===== src/rtl/axi_pkg.sv =====
package axi_pkg;

    // Read response codes.
    typedef enum logic [1:0] {
        OKAY   = 2'b00,
        EXOKAY = 2'b01,
        SLVERR = 2'b10,
        DECERR = 2'b11
    } axi_resp_t;

    // Cache attribute carried on arcache.
    typedef logic [3:0] axi_cache_t;

    // Cacheable write-back, read and write allocate.
    localparam axi_cache_t CACHE_WB = 4'b1111;

    // Device, non-bufferable.
    localparam axi_cache_t CACHE_DEV = 4'b0000;

    // SLVERR and DECERR both end a transfer with an error.
    function automatic logic is_err_resp(input axi_resp_t resp);
        logic err;
        err = (resp == SLVERR) || (resp == DECERR);
        return err;
    endfunction

endpackage


===== src/rtl/mips_addr_pkg.sv =====
package mips_addr_pkg;

    // Data word returned by an instruction fetch.
    typedef logic [31:0] word_t;

    // Virtual address as issued by the fetch stage.
    typedef logic [31:0] vaddr_t;

    // Physical address as seen on the AXI bus.
    typedef logic [31:0] paddr_t;

    // Result of one fetch.
    typedef enum logic [1:0] {
        FETCH_OK   = 2'd0,
        FETCH_ADEL = 2'd1,
        FETCH_BUS  = 2'd2
    } fetch_err_t;

    // Lower bounds of the kernel segments.
    localparam vaddr_t KSEG0_BASE = 32'h8000_0000;
    localparam vaddr_t KSEG1_BASE = 32'hA000_0000;
    localparam vaddr_t KSEG2_BASE = 32'hC000_0000;

    // Unmapped kernel segments drop the top three bits.
    localparam paddr_t PHYS_MASK = 32'h1FFF_FFFF;

    // Fixed offset applied to user segment addresses.
    localparam paddr_t KUSEG_OFFSET = 32'h4000_0000;

endpackage

===== src/rtl/fetch_top.sv =====
`timescale 1ns/1ps

module fetch_top #(
    parameter int RST_HOLD_W = 4
) (
    input  logic                      i_aclk,
    input  logic                      i_aresetn,

    input  logic                      i_req_valid,
    input  mips_addr_pkg::vaddr_t     i_req_vaddr,
    input  logic                      i_kernel_mode,
    input  logic                      i_kseg0_cached,
    output logic                      o_req_ready,

    output logic                      o_resp_valid,
    output mips_addr_pkg::word_t      o_resp_data,
    output mips_addr_pkg::fetch_err_t o_resp_err,
    input  logic                      i_resp_ready,

    output mips_addr_pkg::paddr_t     o_araddr,
    output axi_pkg::axi_cache_t       o_arcache,
    output logic                      o_arvalid,
    input  logic                      i_arready,

    input  mips_addr_pkg::word_t      i_rdata,
    input  axi_pkg::axi_resp_t        i_rresp,
    input  logic                      i_rvalid,
    output logic                      o_rready
);

    logic                  core_rst_n;
    logic                  xlate_en;
    mips_addr_pkg::paddr_t xlate_paddr;
    logic                  xlate_cached;
    logic                  xlate_err;

    reset_stretcher #(
        .RST_HOLD_W(RST_HOLD_W)
    ) u_reset_stretcher (
        .i_aclk       (i_aclk),
        .i_aresetn    (i_aresetn),
        .o_core_rst_n (core_rst_n)
    );

    addr_translator u_addr_translator (
        .i_aclk         (i_aclk),
        .i_core_rst_n   (core_rst_n),
        .i_xlate_en     (xlate_en),
        .i_vaddr        (i_req_vaddr),
        .i_kernel_mode  (i_kernel_mode),
        .i_kseg0_cached (i_kseg0_cached),
        .o_paddr        (xlate_paddr),
        .o_cached       (xlate_cached),
        .o_addr_err     (xlate_err)
    );

    fetch_axi_fsm u_fetch_axi_fsm (
        .i_aclk       (i_aclk),
        .i_core_rst_n (core_rst_n),
        .i_req_valid  (i_req_valid),
        .o_req_ready  (o_req_ready),
        .o_xlate_en   (xlate_en),
        .i_paddr      (xlate_paddr),
        .i_cached     (xlate_cached),
        .i_addr_err   (xlate_err),
        .o_araddr     (o_araddr),
        .o_arcache    (o_arcache),
        .o_arvalid    (o_arvalid),
        .i_arready    (i_arready),
        .i_rdata      (i_rdata),
        .i_rresp      (i_rresp),
        .i_rvalid     (i_rvalid),
        .o_rready     (o_rready),
        .o_resp_valid (o_resp_valid),
        .o_resp_data  (o_resp_data),
        .o_resp_err   (o_resp_err),
        .i_resp_ready (i_resp_ready)
    );

endmodule


===== src/rtl/fetch_axi_fsm.sv =====
`timescale 1ns/1ps

module fetch_axi_fsm (
    input  logic                      i_aclk,
    input  logic                      i_core_rst_n,

    input  logic                      i_req_valid,
    output logic                      o_req_ready,
    output logic                      o_xlate_en,

    input  mips_addr_pkg::paddr_t     i_paddr,
    input  logic                      i_cached,
    input  logic                      i_addr_err,

    output mips_addr_pkg::paddr_t     o_araddr,
    output axi_pkg::axi_cache_t       o_arcache,
    output logic                      o_arvalid,
    input  logic                      i_arready,
    input  mips_addr_pkg::word_t      i_rdata,
    input  axi_pkg::axi_resp_t        i_rresp,
    input  logic                      i_rvalid,
    output logic                      o_rready,

    output logic                      o_resp_valid,
    output mips_addr_pkg::word_t      o_resp_data,
    output mips_addr_pkg::fetch_err_t o_resp_err,
    input  logic                      i_resp_ready
);

    typedef enum logic [2:0] {
        IDLE,
        XLATE,
        ADDR,
        DATA,
        RESP
    } state_t;

    state_t state;
    state_t state_next;
    logic   req_ready_q;

    always_comb begin
        state_next = state;
        case (state)
            IDLE: begin
                if (i_req_valid && req_ready_q) begin
                    state_next = XLATE;
                end
            end
            XLATE: begin
                // Address errors skip the bus entirely.
                state_next = i_addr_err ? RESP : ADDR;
            end
            ADDR: begin
                if (i_arready) begin
                    state_next = DATA;
                end
            end
            DATA: begin
                if (i_rvalid) begin
                    state_next = RESP;
                end
            end
            RESP: begin
                if (i_resp_ready) begin
                    state_next = IDLE;
                end
            end
            default: state_next = IDLE;
        endcase
    end

    always_ff @(posedge i_aclk) begin
        if (!i_core_rst_n) begin
            state       <= IDLE;
            req_ready_q <= 1'b0;
        end else begin
            state       <= state_next;
            req_ready_q <= (state_next == IDLE);
        end
    end

    // Bus address and held response.
    always_ff @(posedge i_aclk) begin
        if (state == XLATE) begin
            if (i_addr_err) begin
                o_resp_data <= '0;
                o_resp_err  <= mips_addr_pkg::FETCH_ADEL;
            end else begin
                o_araddr  <= i_paddr;
                o_arcache <= i_cached ? axi_pkg::CACHE_WB : axi_pkg::CACHE_DEV;
            end
        end
        if (state == DATA && i_rvalid) begin
            o_resp_data <= i_rdata;
            o_resp_err  <= axi_pkg::is_err_resp(i_rresp) ? mips_addr_pkg::FETCH_BUS
                                                          : mips_addr_pkg::FETCH_OK;
        end
    end

    assign o_req_ready  = req_ready_q;
    assign o_xlate_en   = i_req_valid && req_ready_q;
    assign o_arvalid    = (state == ADDR);
    assign o_rready     = (state == DATA);
    assign o_resp_valid = (state == RESP);

endmodule


===== src/rtl/addr_translator.sv =====
`timescale 1ns/1ps

module addr_translator (
    input  logic                  i_aclk,
    input  logic                  i_core_rst_n,
    input  logic                  i_xlate_en,
    input  mips_addr_pkg::vaddr_t i_vaddr,
    input  logic                  i_kernel_mode,
    input  logic                  i_kseg0_cached,
    output mips_addr_pkg::paddr_t o_paddr,
    output logic                  o_cached,
    output logic                  o_addr_err
);

    mips_addr_pkg::paddr_t paddr_d;
    logic                  cached_d;
    logic                  addr_err_d;

    // Segment decode on the upper address bits.
    always_comb begin
        if (i_vaddr < mips_addr_pkg::KSEG0_BASE) begin
            // kuseg
            paddr_d  = i_vaddr + mips_addr_pkg::KUSEG_OFFSET;
            cached_d = 1'b1;
        end else if (i_vaddr < mips_addr_pkg::KSEG1_BASE) begin
            // kseg0, cacheability from the config bit
            paddr_d  = i_vaddr & mips_addr_pkg::PHYS_MASK;
            cached_d = i_kseg0_cached;
        end else if (i_vaddr < mips_addr_pkg::KSEG2_BASE) begin
            // kseg1 is never cached
            paddr_d  = i_vaddr & mips_addr_pkg::PHYS_MASK;
            cached_d = 1'b0;
        end else begin
            paddr_d  = i_vaddr;
            cached_d = 1'b1;
        end
    end

    // Privilege check on kernel space and word alignment.
    assign addr_err_d = (!i_kernel_mode && i_vaddr[31]) || (i_vaddr[1:0] != 2'b00);

    always_ff @(posedge i_aclk) begin
        if (!i_core_rst_n) begin
            o_cached   <= 1'b0;
            o_addr_err <= 1'b0;
        end else if (i_xlate_en) begin
            o_cached   <= cached_d;
            o_addr_err <= addr_err_d;
        end
    end

    always_ff @(posedge i_aclk) begin
        if (i_xlate_en) begin
            o_paddr <= paddr_d;
        end
    end

endmodule


===== src/rtl/reset_stretcher.sv =====
`timescale 1ns/1ps

module reset_stretcher #(
    parameter int RST_HOLD_W = 4
) (
    input  logic i_aclk,
    input  logic i_aresetn,
    output logic o_core_rst_n
);

    logic [RST_HOLD_W-1:0] hold_cnt;
    logic [RST_HOLD_W-1:0] hold_cnt_inc;
    logic                  core_rst_n_q;

    assign hold_cnt_inc = hold_cnt + 1'b1;

    // Count while the core is held; release on the edge the counter saturates.
    always_ff @(posedge i_aclk) begin
        if (!i_aresetn) begin
            hold_cnt     <= '0;
            core_rst_n_q <= 1'b0;
        end else if (!core_rst_n_q) begin
            hold_cnt <= hold_cnt_inc;
            if (&hold_cnt_inc) begin
                core_rst_n_q <= 1'b1;
            end
        end
    end

    assign o_core_rst_n = core_rst_n_q;

endmodule


===== config.mk =====
export PLATFORM = sky130hd
export DESIGN_NAME = fetch_top
export DESIGN_NICKNAME = d
export VERILOG_FILES = /design/src/rtl/axi_pkg.sv /design/src/rtl/mips_addr_pkg.sv /design/src/rtl/fetch_top.sv /design/src/rtl/fetch_axi_fsm.sv /design/src/rtl/addr_translator.sv /design/src/rtl/reset_stretcher.sv
export SDC_FILE = /design/constraint.sdc
export NUM_CORES = 1
export LEC_CHECK = 0
export ABC_AREA = 1
export ABC_CLOCK_PERIOD_IN_PS = 4600
export BUFFER_PORTS_ARGS = -buffer_cell sky130_fd_sc_hd__buf_2
export CAP_MARGIN = 40
export CELL_PAD_IN_SITES_DETAIL_PLACEMENT = 1
export CELL_PAD_IN_SITES_GLOBAL_PLACEMENT = 1
export CORE_MARGIN = 4
export CORE_UTILIZATION = 28
export DETAILED_ROUTE_END_ITERATION = 10
export PLACE_DENSITY = 0.59
export SYNTH_ARGS = -nofsm -noshare
export SYNTH_HDL_FRONTEND = slang
export SYNTH_SLANG_ARGS = --single-unit

===== constraint.sdc =====
create_clock -name i_aclk -period 4.6 [get_ports i_aclk]
set_clock_uncertainty 0.05 [all_clocks]
set_input_delay 0.69 -clock i_aclk [delete_from_list [all_inputs] [get_ports i_aclk]]
set_output_delay 0.69 -clock i_aclk [all_outputs]
set_load 0.02 [all_outputs]

# Yosys cells after proc, flatten, opt, wreduce, memory -nomap -nowiden
# Cells that the tools add are included.
# W data, S select, Z words.
[word_totals] input_bits=74 elab_cells=59 regBits=113
[classes] reduce_logical=14 order_cmp=3 bitwise=1 n_mux=22 addsub=2 eq_ne=6
[op_table] cell="$mux W32" count=6
[op_table] cell="$lt A32 B32 Y1 const B" count=3
[op_table] cell="$add A32 B31 Y32 const B" count=1
[op_table] cell="$mux W3" count=5
[op_table] cell="$pmux W3 S5" count=1
[op_table] cell="$mux W2" count=4
[op_table] cell="$eq A3 B2 Y1 const B" count=2
[op_table] cell="$logic_not A3 Y1" count=2
[op_table] cell="$reduce_bool A2 Y1" count=3
[op_table] cell="$mux W1" count=5
[op_table] cell="$add A4 B1 Y4 const B" count=1
[op_table] cell="$eq A2 B2 Y1 const B" count=2
[op_table] cell="$mux W4" count=1
[op_table] cell="$reduce_and A2 Y1" count=2
[op_table] cell="$reduce_and A4 Y1" count=1
[op_table] cell="$eq A3 B1 Y1 const B" count=1
[op_table] cell="$eq A3 B3 Y1 const B" count=1
[op_table] cell="$logic_and A1 B1 Y1" count=3
[op_table] cell="$logic_or A1 B1 Y1" count=2
[op_table] cell="$logic_not A1 Y1" count=1
[op_table] cell="$not A1 Y1" count=1

# Depth between registers and ports, before layout
# Gate-level depths: netlist (run 1).
[logic_depth] word_depth=4 depth_mapped=7 ltp_nobuf=7

# By module
# A second synthesis (run 1) with hierarchy kept.
[unflattened] cells_unflattened=264 hier_area_um2=3951.3
[modules_own_cells] module="fetch_axi_fsm" area_each_um2=2581.2 seq_area_each_um2=2092.0 n_inst=1 cells_per_inst=176
[modules_own_cells] module="addr_translator" area_each_um2=1119.8 seq_area_each_um2=1001.0 n_inst=1 cells_per_inst=55
[modules_own_cells] module="reset_stretcher" area_each_um2=250.2 seq_area_each_um2=100.1 n_inst=1 cells_per_inst=33

# Worst setup path after synthesis (run 1)
# OpenSTA, ideal clock, no wires.
[synth_path] kind="register -> register" from="register u_fetch_axi_fsm.state[2]" to="register u_fetch_axi_fsm.o_resp_data[0], enable pin" setup_time_ns=0.392 path_buffers=1 required_ns=4.158 path_stages_with_launch=7 setup_slack_ns=2.483 arrival_ns=1.676 path_cell_list="dfxtp_1 > inv_1 > nand2_2 > nor2_4 > nand2_4 > buf_6 > nand2_1"
[synth_between] elab_chain_cells=4 elab_cells_between_ends=6
[synth_rtl] element="start: declaration" line="fetch_axi_fsm.sv:38" text="state_t state;"
[synth_rtl] element="start signal: assignment" line="fetch_axi_fsm.sv:78" text="state <= state_next;"
[synth_rtl] element="$eq A3 B2 Y1 (*)"
[synth_rtl] element="named net o_rready" line="fetch_top.sv:28" text="output logic o_rready"
[synth_rtl] element="$logic_and A1 B1 Y1 (*)" line="fetch_axi_fsm.sv:94" text="if (state == DATA && i_rvalid) begin"
[synth_rtl] element="$reduce_bool A2 Y1 (no source line)"
[synth_rtl] element="$reduce_and A2 Y1 (no source line) (*)"
[synth_rtl] element="end signal: assignment" line="fetch_axi_fsm.sv:95" text="o_resp_data <= i_rdata;"
[synth_rtl] element="end: declaration" line="fetch_axi_fsm.sv:25" text="output mips_addr_pkg::word_t o_resp_data,"
# Mark *: on every way through the listed nets, which the timed path passes. The rest lies on a longest branch.
# A chain may end at the register's enable or synchronous reset.

# Final worst setup path (run 1)
[layout_path] from="register u_fetch_axi_fsm.state[2]" to="register u_fetch_axi_fsm.o_resp_data[7], enable pin"
[layout_between] elab_chain_cells=4 elab_cells_between_ends=6
[layout_rtl] element="$eq A3 B2 Y1" line="fetch_axi_fsm.sv:94"
[layout_rtl] element="$logic_and A1 B1 Y1" line="fetch_axi_fsm.sv:94"
[layout_rtl] element="$reduce_bool A2 Y1 (no source line)"
[layout_rtl] element="$reduce_and A2 Y1 (no source line) (*)"
# Every way passes the cells marked *; elsewhere a longest branch is shown, timed or not.

==> impl_metrics.xml, run 1 <==
<?xml version="1.0" encoding="UTF-8"?>
<metrics>
  <group name="grt">
    <metric name="grt_pass1_vias" unit="">2524</metric>
    <metric name="globalRoute.totalOverflow" unit="">0</metric>
    <metric name="grt_first_pass_wirelength" unit="um">13000</metric>
    <metric name="groute.usage.overall" unit="%">10.8</metric>
    <metric name="grt_antenna_before_repair" unit="">0</metric>
    <metric name="grt_max_degree" unit="">37</metric>
  </group>
  <group name="placement">
    <metric name="place_ws" unit="ns">2.36</metric>
    <metric name="finalWeightedCongestion" unit="">0.737</metric>
    <metric name="buffer_ports.inserted" unit="">146</metric>
    <metric name="place_hpwl" unit="um">6240</metric>
  </group>
  <group name="routing">
    <metric name="routed_wirelength" unit="um">8400</metric>
    <metric name="dr.pass1.iters" unit="">2</metric>
    <metric name="routed_via_density" unit="">4.01</metric>
    <metric name="num_vias" unit="">2364</metric>
    <metric name="drc" unit="">0</metric>
    <metric name="ant_nets" unit="">0</metric>
    <metric name="wire_per_inst" unit="um">14.2</metric>
    <metric name="drt-initial-drc-count" unit="">221</metric>
  </group>
  <group name="setup_path">
    <metric name="critical_path.max_fanout" unit="">36</metric>
    <metric name="regToRegStartpoint" unit="">u_fetch_axi_fsm.state[2]$_SDFF_PN0_</metric>
    <metric name="worst_setup_path_end_kind" unit="">flip-flop</metric>
    <metric name="critPathMaxStageDelay" unit="ns">0.40</metric>
    <metric name="crit_path_start" unit="">u_fetch_axi_fsm.state[2]$_SDFF_PN0_</metric>
    <metric name="worstPathCellList" unit="">inv_1 &gt; nand2_2 &gt; nor2_4 &gt; nand2_4 &gt; nand2_1 &gt; buf_4</metric>
    <metric name="critPathArrivalTime" unit="ns">2.00</metric>
    <metric name="ff2ff_path_depth" unit="">6</metric>
    <metric name="setup.worst_path.class" unit="">reg -&gt; reg</metric>
    <metric name="cp.required" unit="ns">4.55</metric>
    <metric name="crit_path_top_delay_cell" unit="">buf_4</metric>
    <metric name="start_kind" unit="">flip-flop</metric>
  </group>
  <group name="die">
    <metric name="io-pin-count" unit="">148</metric>
    <metric name="floorplan.core_area" unit="um^2">13400</metric>
    <metric name="total_die_area" unit="um^2">15800</metric>
    <metric name="die_width" unit="um">126</metric>
    <metric name="chipHeight" unit="um">126</metric>
    <metric name="floorplan.initialDensity" unit="%">28.9</metric>
    <metric name="placementRows" unit="">42</metric>
  </group>
  <group name="sta">
    <metric name="min_clock_period_post_route" unit="ns">2.05</metric>
    <metric name="worst-slew-pin-transition" unit="ns">0.448</metric>
    <metric name="part_of_the_cycle_the_worst_path_needs" unit="%">44.5</metric>
    <metric name="slew_headroom" unit="%">70.1</metric>
    <metric name="setup_slack" unit="ns">2.55</metric>
    <metric name="timing.fmax" unit="GHz">0.489</metric>
    <metric name="final-max-slew-violation-count" unit="">0</metric>
    <metric name="fin_tns_setup" unit="ns">0</metric>
    <metric name="setup-violations-final" unit="">0</metric>
    <metric name="rsz0062_at_grt" unit="">no</metric>
    <metric name="final_hold_viol_count" unit="">0</metric>
  </group>
  <group name="synth">
    <metric name="syn-num-nets" unit="">334</metric>
    <metric name="yosys.area.top_type_share" unit="%">76.7</metric>
    <metric name="synth.most_common_cell" unit="">edfxtp_1</metric>
    <metric name="yosys_warnings" unit="">0</metric>
    <metric name="ys_dominant_reg_cell" unit="">edfxtp_1</metric>
    <metric name="synth-edff-count" unit="">99</metric>
    <metric name="ys_seq_elements" unit="">110</metric>
    <metric name="synth_cell_types" unit="">22</metric>
    <metric name="synth-seq-area-share" unit="%">82.4</metric>
    <metric name="yosys.area.top_type" unit="">edfxtp_1</metric>
    <metric name="synth.cell_area" unit="um^2">3870</metric>
    <metric name="synthesis.instances" unit="">256</metric>
    <metric name="synth.cells.most_frequent" unit="">edfxtp_1, inv_1, nor2_1</metric>
    <metric name="synth.area.top_cells" unit="">edfxtp_1, dfxtp_1, inv_1</metric>
    <metric name="async_flop_share" unit="%">0</metric>
    <metric name="postSynthAreaPerCell" unit="um^2">15.1</metric>
  </group>
  <group name="clocking">
    <metric name="post_cts_resized" unit="">0</metric>
    <metric name="postCtsSetupRepairBufs" unit="">0</metric>
    <metric name="clk_pin_slew" unit="ns">0.07</metric>
    <metric name="cts_buffers" unit="">9</metric>
    <metric name="clkLatencyLatePin" unit="ns">0.34</metric>
    <metric name="clk_path_buf_depth" unit="">2</metric>
    <metric name="clkSinkCount" unit="">110</metric>
    <metric name="cts_hold_repair.buffers" unit="">0</metric>
    <metric name="clockRootBuffer" unit="">clkbuf_16</metric>
    <metric name="tritoncts" unit="">done</metric>
    <metric name="cts-htree-levels" unit="">3</metric>
  </group>
  <group name="layout">
    <metric name="areaGrowthSynthToFinish" unit="%">31.8</metric>
    <metric name="diodes" unit="">0</metric>
    <metric name="nets" unit="">488</metric>
    <metric name="layout-drive-gt1-share" unit="%">40.6</metric>
  </group>
  <group name="hold_path">
    <metric name="holdCritStartpoint" unit="">u_addr_translator.o_paddr[11]$_DFFE_PP_</metric>
    <metric name="hold_removal_path_class" unit="">reg -&gt; reg</metric>
    <metric name="worst_hold_path_cells" unit="">0</metric>
  </group>
  <group name="power">
    <metric name="cellPowerDensity" unit="nW/um^2">380</metric>
    <metric name="total_power_after_layout" unit="mW">1.94</metric>
    <metric name="power.ir.vdd_worst" unit="mV">0.141</metric>
    <metric name="leakagePower" unit="nW">2.07</metric>
  </group>
  <group name="run">
    <metric name="cap_viol_max_count" unit="">0</metric>
  </group>
  <group name="status">
    <metric name="run_status" unit="">finished, final reports clean</metric>
  </group>
</metrics>
## layout make-up
cell class	count	area, um^2
fillers	1459	8300
flip-flops and latches	110	3190
repair buffers	149	753
multi-input cells	91	440
clock buffers	9	225
well taps	176	220
inverters	49	184
clock inverters	6	87.6
## power breakdown
part / internal (mW) / switching [mW]
Combinational: 0.0279 / 0.0201
Clock: 0.474 / 0.336
Sequential: 1.08 / 0.00295
## cell families (layout without fill, tap and decap cells)
group                    after synthesis  count (layout)  share of synthesized area [%]
XOR/XNOR                               1               1                          0.226
adder cells (fa/ha/maj)                4               4                           1.29
buffers and inverters                 55             213                           6.20
AND/OR/NAND/NOR                       71              71                           7.75
flip-flops                           110             110                           82.4
AO/OA/AOI/OAI                         15              15                           2.10
## critical path: cells and delay by family, from the launching register on
kind	cells	cell delay [ns]
flops	1	0.33
simple gates	4	0.78
buf+inv	2	0.52
## cell usage in the layout (no fill, tap or decap), drive strengths merged
master  instances
o211ai          1
ha              4
nand2          19
clkinv          4
bufinv          2
nand4           2
nor3            2
inv            49
edfxtp         99
xnor2           1
o21ai           6
nor2           44
a21oi           6
nand3           3
a31oi           1
and2            1
dfxtp          11
o21bai          1
buf           149
clkbuf          9
## metrics by stage
step                      hold WS [ns]  instances  area, um^2  util [%]
after floorplan                  0.350        256        3870         -
after global placement           0.350        575        4790      35.8
after detailed placement         0.355        575        4790      35.8
after CTS                        0.372        590        5100      38.1
after global routing             0.376        590        5100      38.1
final                            0.369        590        5100      38.1
## per-layer routing
layer  global-route usage (%)  up-vias  share of wire (%)  routed length, um
met5                        0        -                  0                  0
met4                     6.19        0                3.3                274
met3                     3.05       17                5.8                488
met2                     18.2       73                 52               4340
met1                     12.3     1116                 39               3290
li1                         -     1158                  -                  -
## sequential cells by signal, summed over array words and instances (netlist names)
name                            cells
u_addr_translator.o_paddr          32
u_fetch_axi_fsm.state               3
u_reset_stretcher.hold_cnt          4
u_fetch_axi_fsm.o_resp_err          2
u_addr_translator.o_cached          1
u_fetch_axi_fsm.o_araddr           32
u_fetch_axi_fsm.o_resp_data        32
u_fetch_axi_fsm.o_req_ready         1
u_reset_stretcher.o_core_rst_n      1
u_addr_translator.o_addr_err        1
u_fetch_axi_fsm.o_arcache           1
## final timing paths
kind	slack, ns	to
setup / recovery	2.55	u_fetch_axi_fsm.o_resp_data[7]$_SDFFCE_PN0P_
hold / removal	0.37	u_fetch_axi_fsm.o_araddr[11]$_DFFE_PP_
setup reg to reg	2.55	u_fetch_axi_fsm.o_resp_data[7]$_SDFFCE_PN0P_
hold reg to reg	0.37	u_fetch_axi_fsm.o_araddr[11]$_DFFE_PP_
No activity file was read; power rests on OpenSTA's default activity.
==> run 2, diff against run 1 <==
--- a/config.mk
+++ b/config.mk
@@ -5,8 +5,8 @@
 export SDC_FILE = /design/constraint.sdc
 export NUM_CORES = 1
 export LEC_CHECK = 0
-export ABC_AREA = 1
-export ABC_CLOCK_PERIOD_IN_PS = 4600
+export ABC_AREA = 0
+export ABC_CLOCK_PERIOD_IN_PS = 1800
 export BUFFER_PORTS_ARGS = -buffer_cell sky130_fd_sc_hd__buf_2
 export CAP_MARGIN = 40
 export CELL_PAD_IN_SITES_DETAIL_PLACEMENT = 1
@@ -14,7 +14,7 @@
 export CORE_MARGIN = 4
 export CORE_UTILIZATION = 28
 export DETAILED_ROUTE_END_ITERATION = 10
-export PLACE_DENSITY = 0.59
+export PLACE_DENSITY = 0.6
 export SYNTH_ARGS = -nofsm -noshare
 export SYNTH_HDL_FRONTEND = slang
 export SYNTH_SLANG_ARGS = --single-unit
==> constraint.sdc (replaced) <==
create_clock -name i_aclk -period 1.8 [get_ports i_aclk]
set_clock_uncertainty 0.05 [all_clocks]
set_input_delay 0.27 -clock i_aclk [delete_from_list [all_inputs] [get_ports i_aclk]]
set_output_delay 0.27 -clock i_aclk [all_outputs]
set_load 0.02 [all_outputs]
==> impl_metrics.xml, run 2 <==
<?xml version="1.0" encoding="UTF-8"?>
<metrics>
  <group name="synth">
    <metric name="yosys.area.top_type_share" unit="%">75.3</metric>
    <metric name="synth_cell_types" unit="">35</metric>
    <metric name="synth-seq-area-share" unit="%">80.9</metric>
    <metric name="synthesis.instances" unit="">216</metric>
    <metric name="yosys.area.top_type" unit="">edfxtp_1</metric>
    <metric name="synth.cells.most_frequent" unit="">edfxtp_1, and2_4, and2_1</metric>
    <metric name="synth-edff-count" unit="">99</metric>
    <metric name="yosys_warnings" unit="">0</metric>
    <metric name="synth.most_common_cell" unit="">edfxtp_1</metric>
    <metric name="syn-num-nets" unit="">294</metric>
    <metric name="postSynthAreaPerCell" unit="um^2">18.3</metric>
    <metric name="synth.area.top_cells" unit="">edfxtp_1, dfxtp_1, and2_4</metric>
    <metric name="ys_dominant_reg_cell" unit="">edfxtp_1</metric>
    <metric name="synth.cell_area" unit="um^2">3950</metric>
    <metric name="async_flop_share" unit="%">0</metric>
    <metric name="ys_seq_elements" unit="">110</metric>
  </group>
  <group name="routing">
    <metric name="ant_nets" unit="">0</metric>
    <metric name="wire_per_inst" unit="um">15.2</metric>
    <metric name="routed_via_density" unit="">4.12</metric>
    <metric name="drt-initial-drc-count" unit="">119</metric>
    <metric name="drc" unit="">0</metric>
    <metric name="dr.pass1.iters" unit="">4</metric>
    <metric name="routed_wirelength" unit="um">8420</metric>
    <metric name="num_vias" unit="">2274</metric>
  </group>
  <group name="die">
    <metric name="total_die_area" unit="um^2">16100</metric>
    <metric name="floorplan.core_area" unit="um^2">13800</metric>
    <metric name="io-pin-count" unit="">148</metric>
    <metric name="chipHeight" unit="um">127</metric>
    <metric name="die_width" unit="um">127</metric>
    <metric name="floorplan.initialDensity" unit="%">28.5</metric>
    <metric name="placementRows" unit="">43</metric>
  </group>
  <group name="layout">
    <metric name="diodes" unit="">0</metric>
    <metric name="number_of_non_filler_instances_in_the_completed_layout" unit="">552</metric>
    <metric name="layout.cells.most_common" unit="">buf_2</metric>
    <metric name="areaGrowthSynthToFinish" unit="%">31.9</metric>
    <metric name="final_area" unit="um^2">5210</metric>
    <metric name="mostFrequentLayoutCells" unit="">buf_2, edfxtp_1, and2_4</metric>
    <metric name="layout-drive-gt1-share" unit="%">53.2</metric>
    <metric name="postLayoutCoreUtil" unit="%">37.7</metric>
    <metric name="reg_top3" unit="">u_addr_translator.o_paddr: 32 flops, u_fetch_axi_fsm.o_araddr: 32 flops, u_fetch_axi_fsm.o_resp_data: 32 flops</metric>
    <metric name="nets" unit="">445</metric>
  </group>
  <group name="grt">
    <metric name="grt_first_pass_wirelength" unit="um">13000</metric>
    <metric name="grt_max_degree" unit="">35</metric>
    <metric name="grt_antenna_before_repair" unit="">0</metric>
    <metric name="globalRoute.totalOverflow" unit="">0</metric>
    <metric name="groute.usage.overall" unit="%">10.6</metric>
    <metric name="grt_pass1_vias" unit="">2409</metric>
  </group>
  <group name="placement">
    <metric name="place_hpwl" unit="um">6170</metric>
    <metric name="finalWeightedCongestion" unit="">0.703</metric>
    <metric name="dp_cells" unit="">536</metric>
    <metric name="postPlaceCellArea" unit="um^2">4920</metric>
    <metric name="buffer_ports.inserted" unit="">146</metric>
  </group>
  <group name="setup_path">
    <metric name="critPathMaxStageDelay" unit="ns">0.38</metric>
    <metric name="critPathArrivalTime" unit="ns">1.30</metric>
    <metric name="worst_setup_path_end_kind" unit="">primary output</metric>
    <metric name="crit_path_top_delay_cell" unit="">dfxtp_1</metric>
    <metric name="critical_path_buf_inv_count" unit="">2</metric>
    <metric name="cp_top_family" unit="">flip-flops</metric>
    <metric name="cp.required" unit="ns">1.48</metric>
    <metric name="critical_path.max_fanout" unit="">10</metric>
    <metric name="start_kind" unit="">flip-flop</metric>
    <metric name="setup.worst_path.class" unit="">reg -&gt; out</metric>
    <metric name="worstPathCellList" unit="">buf_4 &gt; nor2_1 &gt; and2_1 &gt; buf_2</metric>
  </group>
  <group name="clocking">
    <metric name="clk_pin_slew" unit="ns">0.07</metric>
    <metric name="cts-htree-levels" unit="">3</metric>
    <metric name="clockRootBuffer" unit="">clkbuf_16</metric>
    <metric name="clk_path_buf_depth" unit="">2</metric>
    <metric name="postCtsSetupRepairBufs" unit="">0</metric>
    <metric name="tritoncts" unit="">done</metric>
    <metric name="cts_hold_repair.buffers" unit="">0</metric>
    <metric name="post_cts_resized" unit="">0</metric>
    <metric name="clkSinkCount" unit="">110</metric>
    <metric name="cts_buffers" unit="">9</metric>
    <metric name="clkLatencyLatePin" unit="ns">0.34</metric>
  </group>
  <group name="power">
    <metric name="power.ir.vdd_worst" unit="mV">0.404</metric>
    <metric name="cellPowerDensity" unit="nW/um^2">915</metric>
    <metric name="leakagePower" unit="nW">1.86</metric>
  </group>
  <group name="status">
    <metric name="run_status" unit="">finished, final reports clean</metric>
  </group>
  <group name="sta">
    <metric name="slew_headroom" unit="%">73.7</metric>
    <metric name="fin_tns_setup" unit="ns">0</metric>
    <metric name="worst-slew-pin-transition" unit="ns">0.394</metric>
    <metric name="rsz0062_at_grt" unit="">no</metric>
    <metric name="timing.fmax" unit="GHz">0.618</metric>
    <metric name="final_hold_viol_count" unit="">0</metric>
    <metric name="final-max-slew-violation-count" unit="">0</metric>
    <metric name="part_of_the_cycle_the_worst_path_needs" unit="%">89.9</metric>
    <metric name="min_clock_period_post_route" unit="ns">1.62</metric>
    <metric name="setup-violations-final" unit="">0</metric>
  </group>
  <group name="hold_path">
    <metric name="hold_removal_path_class" unit="">in -&gt; reg</metric>
  </group>
  <group name="run">
    <metric name="cap_viol_max_count" unit="">0</metric>
  </group>
</metrics>
[run 2: logic make-up after synthesis]
group	after synthesis	synth area share [%]
AO/OA/AOI/OAI	16	2.47
XOR/XNOR	2	0.444
adder cells (fa/ha/maj)	4	1.27
buffers and inverters	13	2.22
flip-flops	110	80.9
multiplexers	2	0.507
AND/OR/NAND/NOR	69	12.2
[run 2: path summary, 6_finish.rpt]
check / start / to / slack [ns] / cells after the start
worst max register to register: u_fetch_axi_fsm.state[0]$_SDFF_PN0_ / u_fetch_axi_fsm.o_resp_data[25]$_SDFFCE_PN0P_ / 0.33 / 3
worst min-delay path: i_req_vaddr[4] / u_addr_translator.o_paddr[4]$_DFFE_PP_ / 0.05 / 1
worst min register to register: u_addr_translator.o_paddr[6]$_DFFE_PP_ / u_fetch_axi_fsm.o_araddr[6]$_DFFE_PP_ / 0.37 / 0
worst max-delay path: u_fetch_axi_fsm.state[1]$_SDFF_PN0_ / o_resp_valid / 0.18 / 4
[run 2: where the power goes]
| group | switching, mW | internal, mW | total, mW |
|---|---|---|---|
| Sequential | 0.00924 | 2.76 | 2.76 |
| Combinational | 0.0423 | 0.0722 | 0.114 |
| Clock | 0.918 | 0.967 | 1.89 |
| Total | 0.970 | 3.80 | 4.77 |
[run 2: metrics by stage]
step                      setup slack (ns)  power [mW]  hold slack [ns]
final                                0.181        4.77           0.0505
after floorplan                    -0.0182        2.85            0.319
after global placement               0.369        2.93            0.351
after CTS                            0.140        4.84           0.0330
after detailed placement             0.334        2.94            0.356
after global routing                0.0571        4.98           0.0278
[run 2: layer usage]
| layer | part of all wire [%] | vias to the layer above | GRT usage, % |
|---|---|---|---|
| met3 | 4.9 | 9 | 2.65 |
| li1 | - | 1091 | - |
| met4 | 1.6 | 0 | 4.54 |
| met5 | 0 | - | 0 |
| met1 | 40 | 1110 | 12.4 |
| met2 | 53 | 64 | 18.4 |
[run 2: layout make-up]
cell class              count  area, um^2
clock buffers              10         229
clock inverters             6        55.1
fillers                  1459        8620
inverters                   3        11.3
multi-input cells          93         694
flip-flops and latches    110        3200
well taps                 180         225
repair buffers            150         798
